## config.mk

```make
export PLATFORM = sky130hd
export DESIGN_NAME = ni_rx
export DESIGN_NICKNAME = d
export VERILOG_FILES = /design/src/hdl/noc_rx_pkg.sv /design/src/hdl/ni_rx.sv /design/src/hdl/word_arbiter.sv /design/src/hdl/flit_deserializer.sv /design/src/hdl/flit_fifo.sv
export SDC_FILE = /design/constraint.sdc
export NUM_CORES = 1
export LEC_CHECK = 0
export ABC_AREA = 1
export BUFFER_PORTS_ARGS = -buffer_cell sky130_fd_sc_hd__buf_2
export CAP_MARGIN = 20
export CORE_ASPECT_RATIO = 0.5
export CORE_MARGIN = 3
export CORE_UTILIZATION = 63
export DETAILED_ROUTE_END_ITERATION = 8
export GPL_ROUTABILITY_DRIVEN = 0
export PLACE_DENSITY = 0.94
export SYNTH_ARGS = -nofsm -noshare
export SYNTH_HDL_FRONTEND = slang
export SYNTH_SLANG_ARGS = --single-unit
```

## constraint.sdc

```tcl
create_clock -name clk -period 2.9 [get_ports clk]
set_input_delay 0.29 -clock clk [delete_from_list [all_inputs] [get_ports clk]]
set_output_delay 0.29 -clock clk [all_outputs]
set_load 0.05 [all_outputs]
```

## src/hdl/noc_rx_pkg.sv

```systemverilog
// shared types for the noc receive path (router flits in, core words out)
package noc_rx_pkg;

	//////////////////////////////
	// sizes
	//////////////////////////////

	localparam int FLIT_PAYLOAD_W = 10;                 // data bits per flit
	localparam int CORE_WORD_W    = 32;                 // word handed to the core
	localparam int FIFO_DEPTH     = 8;                  // default flits per link buffer
	localparam int FIFO_AW        = $clog2(FIFO_DEPTH); // buffer pointer width

	//////////////////////////////
	// router side
	//////////////////////////////

	// flit as it arrives on a link
	//   [10]   tail, only meaningful on the last flit of a group
	//   [9:0]  route (header flit) or data slice
	typedef struct packed {
		logic                      tail;
		logic [FLIT_PAYLOAD_W-1:0] payload;
	} flit_t;

	// which router link a word came in on
	typedef enum logic [0:0] {
		link_north = 1'b0,
		link_east  = 1'b1
	} link_id_t;

	//////////////////////////////
	// core side
	//////////////////////////////

	// one group of three flits becomes one of these
	// top two bits never carry anything
	typedef struct packed {
		logic [1:0]  zero; // always 2'b00
		logic [5:0]  code; // passed through, nobody decodes it here
		logic [23:0] data;
	} core_word_t;

	// what the core actually sees: word plus the link it arrived on
	typedef struct packed {
		link_id_t   src;
		core_word_t word;
	} core_msg_t;

	//////////////////////////////
	// deserializer fsm
	//////////////////////////////

	typedef enum logic [2:0] {
		wait_header = 3'd0, // next flit is a header, drop it
		flit_hi     = 3'd1, // payload bits 29..20
		flit_mid    = 3'd2, // payload bits 19..10
		flit_lo     = 3'd3, // payload bits 9..0, tail sampled here
		hold_last   = 3'd4, // word out, packet finished
		hold_more   = 3'd5  // word out, another group follows
	} deser_state_t;

endpackage
```

## src/hdl/ni_rx.sv

```systemverilog
`timescale 1ns/1ps

// receive side of the network interface
//   north link -> buffer -> deserializer --\
//                                           arbiter -> core
//   east link  -> buffer -> deserializer --/
module ni_rx import noc_rx_pkg::*; (
	input  logic      clk,
	input  logic      reset,
	input  flit_t     north_flit,
	input  flit_t     east_flit,
	input  logic      north_push,
	input  logic      east_push,
	output logic      north_full, // link must hold off while high
	output logic      east_full,
	output core_msg_t core_msg,
	output logic      core_valid,
	input  logic      core_ack
);

	//////////////////////////////
	// north lane
	//////////////////////////////

	flit_t      north_head;
	logic       north_empty;
	logic       north_pop;
	core_word_t north_word;
	logic       north_word_valid;
	logic       north_taken;

	flit_fifo #(.DEPTH(1 << FIFO_AW)) north_fifo (
		.clk   (clk),
		.reset (reset),
		.flit  (north_flit),
		.push  (north_push),
		.pop   (north_pop),
		.head  (north_head),
		.empty (north_empty),
		.full  (north_full)
	);

	flit_deserializer north_deser (
		.clk        (clk),
		.reset      (reset),
		.head       (north_head),
		.empty      (north_empty),
		.pop        (north_pop),
		.word       (north_word),
		.word_valid (north_word_valid),
		.word_taken (north_taken)
	);

	//////////////////////////////
	// east lane
	//////////////////////////////

	flit_t      east_head;
	logic       east_empty;
	logic       east_pop;
	core_word_t east_word;
	logic       east_word_valid;
	logic       east_taken;

	flit_fifo #(.DEPTH(1 << FIFO_AW)) east_fifo (
		.clk   (clk),
		.reset (reset),
		.flit  (east_flit),
		.push  (east_push),
		.pop   (east_pop),
		.head  (east_head),
		.empty (east_empty),
		.full  (east_full)
	);

	flit_deserializer east_deser (
		.clk        (clk),
		.reset      (reset),
		.head       (east_head),
		.empty      (east_empty),
		.pop        (east_pop),
		.word       (east_word),
		.word_valid (east_word_valid),
		.word_taken (east_taken)
	);

	//////////////////////////////
	// merge onto the core channel
	//////////////////////////////

	word_arbiter word_arbiter (
		.clk         (clk),
		.reset       (reset),
		.north_word  (north_word),
		.east_word   (east_word),
		.north_valid (north_word_valid),
		.east_valid  (east_word_valid),
		.north_taken (north_taken),
		.east_taken  (east_taken),
		.core_msg    (core_msg),
		.core_valid  (core_valid),
		.core_ack    (core_ack)
	);

endmodule

```

## src/hdl/word_arbiter.sv

```systemverilog
`timescale 1ns/1ps

// merges north and east words into the single core channel
// one-word output register, round robin when both lanes wait
module word_arbiter import noc_rx_pkg::*; (
	input  logic       clk,
	input  logic       reset,
	input  core_word_t north_word,
	input  core_word_t east_word,
	input  logic       north_valid,
	input  logic       east_valid,
	output logic       north_taken, // one-cycle pulse back to the lane
	output logic       east_taken,
	output core_msg_t  core_msg,
	output logic       core_valid,
	input  logic       core_ack     // one-cycle pulse from the core
);

	core_msg_t msg_q;   // output register
	logic      valid_q;
	link_id_t  last_q;  // lane served most recently
	link_id_t  pick;    // lane chosen this cycle
	logic      load;

	//////////////////////////////
	// lane selection
	//////////////////////////////

	// only load into an empty register, the cycle after ack at the earliest
	assign load = !valid_q && (north_valid || east_valid);

	always_comb begin
		if (north_valid && east_valid) begin
			pick = (last_q == link_north) ? link_east : link_north; // other one's turn
		end else if (east_valid) begin
			pick = link_east;
		end else begin
			pick = link_north; // north only, or nothing (load is low then)
		end
	end

	assign north_taken = load && (pick == link_north);
	assign east_taken  = load && (pick == link_east);

	//////////////////////////////
	// output register
	//////////////////////////////

	always_ff @(posedge clk) begin
		if (load) begin
			msg_q.src  <= pick;
			msg_q.word <= (pick == link_east) ? east_word : north_word;
		end
	end

	always_ff @(posedge clk) begin
		if (!reset) begin
			valid_q <= 1'b0;
			last_q  <= link_east; // north gets the first tie
		end else if (load) begin
			valid_q <= 1'b1;
			last_q  <= pick;
		end else if (core_ack) begin
			valid_q <= 1'b0; // ack only means something while holding
		end
	end

	assign core_msg   = msg_q;
	assign core_valid = valid_q;

	//////////////////////////////
	// checks
	//////////////////////////////

	a_one_taken: assert property (@(posedge clk) disable iff (!reset)
		$onehot0({north_taken, east_taken}))
		else $error("word_arbiter: both lanes taken in one cycle");

	// core must see a steady word until it acks
	a_hold_until_ack: assert property (@(posedge clk) disable iff (!reset)
		core_valid && !core_ack |=> core_valid && $stable(core_msg))
		else $error("word_arbiter: core_msg changed before core_ack");

endmodule

```

## src/hdl/flit_deserializer.sv

```systemverilog
`timescale 1ns/1ps

// turns the flit stream of one link into core words
//   header flit  -> dropped (route only)
//   3 data flits -> one word, slices hi/mid/lo = payload 29..20 / 19..10 / 9..0
//   tail on the lo flit ends the packet, otherwise another group follows
module flit_deserializer import noc_rx_pkg::*; (
	input  logic       clk,
	input  logic       reset,
	input  flit_t      head,       // show-ahead output of the link buffer
	input  logic       empty,
	output logic       pop,
	output core_word_t word,
	output logic       word_valid,
	input  logic       word_taken  // one-cycle pulse from the arbiter
);

	localparam int PAYLOAD_W = 3 * FLIT_PAYLOAD_W; // 30 bits per group

	deser_state_t state;
	deser_state_t next_state;

	logic [PAYLOAD_W-1:0] payload_q; // code + data
	logic                 in_flit;   // in a state that consumes flits
	logic                 last_flit; // popping the lo flit this cycle

	//////////////////////////////
	// flit consumption
	//////////////////////////////

	// header and the three data slices all get popped the same way,
	// only the hold states leave the buffer alone
	assign in_flit = (state == wait_header) || (state == flit_hi) ||
	                 (state == flit_mid) || (state == flit_lo);

	assign pop       = in_flit && !empty;
	assign last_flit = (state == flit_lo) && !empty;

	always_comb begin
		next_state = state; // stay put by default (buffer empty or word not taken)
		case (state)
			wait_header: if (!empty) next_state = flit_hi;  // drop the route flit
			flit_hi:     if (!empty) next_state = flit_mid;
			flit_mid:    if (!empty) next_state = flit_lo;
			flit_lo: begin
				if (!empty) begin
					// tail only counts on the last flit of a group
					next_state = head.tail ? hold_last : hold_more;
				end
			end
			hold_last:   if (word_taken) next_state = wait_header; // next flit is a header
			hold_more:   if (word_taken) next_state = flit_hi;     // straight into next group
			default:     next_state = wait_header;                 // unused encodings
		endcase
	end

	always_ff @(posedge clk) begin
		if (!reset) begin
			state <= wait_header;
		end else begin
			state <= next_state;
		end
	end

	//////////////////////////////
	// word assembly
	//////////////////////////////

	always_ff @(posedge clk) begin
		if (!empty) begin
			case (state)
				flit_hi:  payload_q[2*FLIT_PAYLOAD_W +: FLIT_PAYLOAD_W] <= head.payload;
				flit_mid: payload_q[FLIT_PAYLOAD_W +: FLIT_PAYLOAD_W]   <= head.payload;
				flit_lo:  payload_q[0 +: FLIT_PAYLOAD_W]                <= head.payload;
				default:  payload_q <= payload_q; // header or holding
			endcase
		end
	end

	// zero extension fills the two unused top bits
	assign word = core_word_t'(CORE_WORD_W'(payload_q));

	// valid set by the lo pop and cleared by taken
	always_ff @(posedge clk) begin
		if (!reset) begin
			word_valid <= 1'b0;
		end else if (last_flit) begin
			word_valid <= 1'b1;
		end else if (word_taken) begin
			word_valid <= 1'b0;
		end
	end

	//////////////////////////////
	// checks
	//////////////////////////////

	a_pop_not_empty: assert property (@(posedge clk) disable iff (!reset)
		pop |-> !empty)
		else $error("flit_deserializer: pop on empty buffer");

	// valid flop and state must agree, a word is never offered mid-group
	a_no_valid_in_flit: assert property (@(posedge clk) disable iff (!reset)
		(state inside {flit_hi, flit_mid, flit_lo}) |-> !word_valid)
		else $error("flit_deserializer: word_valid high while collecting flits");

	// arbiter should only take what is offered
	a_taken_when_valid: assert property (@(posedge clk) disable iff (!reset)
		word_taken |-> word_valid)
		else $error("flit_deserializer: word_taken without word_valid");

endmodule

```

## src/hdl/flit_fifo.sv

```systemverilog
`timescale 1ns/1ps

// show-ahead flit buffer, one per router link
// head is the oldest flit and is valid whenever empty is low
module flit_fifo import noc_rx_pkg::*; #(
	parameter int DEPTH = FIFO_DEPTH // keep this a power of two, pointers wrap on overflow
) (
	input  logic  clk,
	input  logic  reset,
	input  flit_t flit,  // from the router link
	input  logic  push,  // write strobe from the link
	input  logic  pop,   // read strobe from the deserializer
	output flit_t head,  // oldest flit, combinational from rd_ptr
	output logic  empty,
	output logic  full
);

	localparam int AW = $clog2(DEPTH);

	//////////////////////////////
	// storage and pointers
	//////////////////////////////

	flit_t         mem [DEPTH]; // payload storage
	logic [AW-1:0] wr_ptr;
	logic [AW-1:0] rd_ptr;
	logic [AW:0]   count;       // one extra bit so DEPTH fits

	logic do_push;
	logic do_pop;

	assign do_push = push && !full;  // a push on full is dropped (and flagged below)
	assign do_pop  = pop && !empty;

	assign full  = (count == DEPTH[AW:0]);
	assign empty = (count == '0);
	assign head  = mem[rd_ptr]; // show-ahead

	// write side
	always_ff @(posedge clk) begin
		if (do_push) begin
			mem[wr_ptr] <= flit;
		end
	end

	// pointers and occupancy
	always_ff @(posedge clk) begin
		if (!reset) begin
			wr_ptr <= '0;
			rd_ptr <= '0;
			count  <= '0;
		end else begin
			if (do_push) wr_ptr <= wr_ptr + 1'b1;
			if (do_pop)  rd_ptr <= rd_ptr + 1'b1;
			case ({do_push, do_pop})
				2'b10:   count <= count + 1'b1;
				2'b01:   count <= count - 1'b1;
				default: count <= count; // none, or both at once
			endcase
		end
	end

	//////////////////////////////
	// checks
	//////////////////////////////

	// there are no credits back to the router, so the link must watch full itself
	a_no_push_full: assert property (@(posedge clk) disable iff (!reset)
		push |-> !full)
		else $error("flit_fifo: push while full, flit lost");

	// deserializer must only read what is there
	a_no_pop_empty: assert property (@(posedge clk) disable iff (!reset)
		pop |-> !empty)
		else $error("flit_fifo: pop while empty");

endmodule

```

==> results.py <==
metrics = {
    "outcome": {
        "status": "complete, no violations",
    },
    "clock_network": {
        "clk_pin_slew_worst_paths_ns": 0.07,
        "cts.path.max_buffers": 3,
        "numCtsBuffers": 25,
        "cts_tree": "done",
        "clk_latency_ns": 0.52,
        "cts_resized": 0,
        "cts_root_buffer": "clkbuf_16",
        "cts_hold_buf": 0,
        "cts_max_level": 1,
        "cts_setup_buffers": 0,
        "cts_sinks": 303,
    },
    "floorplanning": {
        "core_mm2": 0.0177,
        "pin_count": 63,
        "die-area_mm2": 0.0202,
        "die_h_um": 102,
        "start_util": 0.656,
        "die_w_um": 198,
        "num_rows": 34,
    },
    "yosys": {
        "synth_cell_types": 24,
        "ys.warnings.count": 0,
        "synth.area.top_cells": "edfxtp_1 69%, nand2_1 6.9%, dfxtp_1 6.2%",
        "synth_top_cell_by_area": "edfxtp_1",
        "synth_top_cell_area_share": 0.691,
        "synth_common_cells": "267 x edfxtp_1, 214 x nand2_1, 125 x nor2_1",
        "ys.flop_type": "edfxtp_1",
        "syn_avg_cell_area_um2": 12.3,
        "ys_seq_area_frac": 0.753,
        "netlist_area_mm2": 0.0116,
        "synth_seq_cells": 303,
        "syn_inst": 945,
        "synth-edff-count": 267,
        "synth.most_common_cell": "edfxtp_1",
        "ys_async_sr_fraction": 0,
    },
    "setup_path": {
        "path_buf_inv": 2,
        "cp_common_cell": "ha_1",
        "cpMaxStageDelayCell": "dfxtp_1",
        "cp_top_family": "simple AND/OR/NAND/NOR gates",
        "r2r_cells": 11,
        "critical_path_class": "reg -> reg",
        "crit_fanout": 8,
        "worstPathArrival_ns": 2.74,
        "end_kind": "flop",
        "required_ns": 3.31,
        "crit_chain": "nor2_1 > nand3_1 > nand2_1 > inv_2 > ha_1 > xor2_1 > ha_1 > a21oi_1 > xnor2_1 > o21ai_0 > inv_1",
        "start_kind": "flop",
        "max_stage_delay_ns": 0.36,
        "cp.depth": 11,
    },
    "pwr": {
        "p_sw_mw": 4.17,
        "intPower_mw": 8.25,
        "p_leak_nw": 4.86,
        "power_mw": 12.4,
        "p_sw_frac": 0.336,
        "powerDensity_mw_per_mm2": 954,
        "p_comb_frac": 0.263,
        "seq_power_share": 0.468,
        "clockPowerShare": 0.269,
        "ir_worst_vdd_mv": 0.574,
    },
    "routing": {
        "dr_total_vias": 7915,
        "avgRoutedWirePerCell_um": 21.0,
        "drc": 0,
        "via_per_inst": 6.24,
        "totalWireLength_um": 26600,
        "drt_iter0_drc": 964,
        "ant_nets": 0,
        "first_pass_iters": 8,
    },
    "global_routing": {
        "grt_overflow_total": 0,
        "grt_pass1_vias": 7703,
        "grt_pass1_wl_um": 40600,
        "grt_antenna_before_repair": 0,
        "grt_max_degree": 45,
        "track_usage": 0.262,
    },
    "finish": {
        "diodes": 0,
        "area_growth_pct": 12.2,
        "nNetsFinal": 1055,
        "postLayoutCoreUtil": 0.736,
        "fillers": 952,
        "drive_gt1_frac": 0.121,
    },
    "sta": {
        "skew_ns": 0.0139,
        "period_needed_ns": 2.33,
        "finalCritPeriodShare": 0.804,
        "tightest_slew_ns": 0.893,
        "whs_ns": 0.0222,
        "setup_slack_ns": 0.569,
        "max_freq_ghz": 0.429,
        "setup_viol": 0,
        "finalSetupTns_ns": 0,
        "rsz0062_at_grt": "no",
        "drv_slew": 0,
        "relSlewSlack": 0.402,
        "hold_viol": 0,
    },
    "min_path": {
        "hold_path.class": "in -> reg",
        "hold_depth": 4,
    },
    "run": {
        "maxCapViolCount": 0,
    },
    "placed_design": {
        "io_buffer_count": 60,
        "pre_cts_slack_ns": 0.689,
        "place_hpwl_um": 16300,
    },
}
tightest hold or removal path, cell delays in order:
cell and delay, ns:
buf_2 0.08, inv_1 0.03, nand2_1 0.04, a21oi_1 0.05
stage by stage:
step                      std cells  cell area (µm²)
after floorplan                 946            11600
after global placement         1225            12200
after detailed placement       1225            12200
after CTS                      1268            13000
after global routing           1268            13000
final                          1268            13000
path summary, 6_finish.rpt:
kind / start / slack [ns] / end
max: north_fifo.count[0] / 0.57 / north_fifo.count[2]
min: core_ack / 0.02 / word_arbiter.core_valid
max reg2reg: north_fifo.count[0] / 0.57 / north_fifo.count[2]
min reg2reg: north_fifo.rd_ptr[2] / 0.47 / flop
sequential cells by signal, indices dropped and copies added, names as in the netlist, 4 cells and up, named ones only:
register / count
word_arbiter.core_msg: 31
east_fifo.count: 4
north_fifo.count: 4
north_fifo.mem: 88
east_fifo.mem: 88
east_deser.payload_q: 30
north_deser.payload_q: 30
cells in the final DEF (no fill, tap or decap), drive strengths merged:
cell type / n
dfxtp: 36
o211a: 1
edfxtp: 267
o21ai: 97
ha: 10
nand2: 214
inv: 46
nand4: 3
nand3: 26
xnor2: 2
clkbuf: 37
conb: 2
buf: 86
bufinv: 2
a21oi: 26
xor2: 5
o22ai: 40
nor3: 4
a211oi: 1
clkinv: 3
nor2: 126
metal layers:
metal | vias to the layer above | routed length, µm | GRT usage
met5 | - | 0 | 0
met4 | 0 | 1160 | 0.122
met3 | 120 | 2540 | 0.0435
met2 | 586 | 13200 | 0.460
met1 | 3760 | 9680 | 0.328
li1 | 3449 | - | -
kinds of logic (layout without fill, tap and decap cells):
logic type	count (synthesis)	count (layout)	synth area share
DFF	303	303	0.753
xor gates and xnor gates	7	7	0.00528
buffers and inverters	86	174	0.0294
AOI/OAI and AO/OA	165	165	0.0761
adders and majority gates	10	10	0.0108
other	1	2	0.000323
and+or+nand+nor	373	373	0.125
layout make-up:
type,count,area (µm²),area share
repair buffers,86,495,0.0381
clock inverters,6,81.3,0.00625
clock buffers,37,712,0.0547
multi-input cells,557,2530,0.194
inverters,45,169,0.0130
flip-flops and latches,303,8740,0.671
well taps,234,293,0.0225
power groups by stage:
stage | registers, mW | clock network [mW] | logic [mW]
floorplan | 5.94 | 0 | 2.06
global placement | 5.83 | 0 | 2.85
detailed placement | 5.87 | 0 | 3.09
CTS | 5.79 | 3.35 | 3.19
global route | 5.84 | 3.55 | 3.54
finish | 5.81 | 3.34 | 3.27
Power figures use the tool's default switching activity.
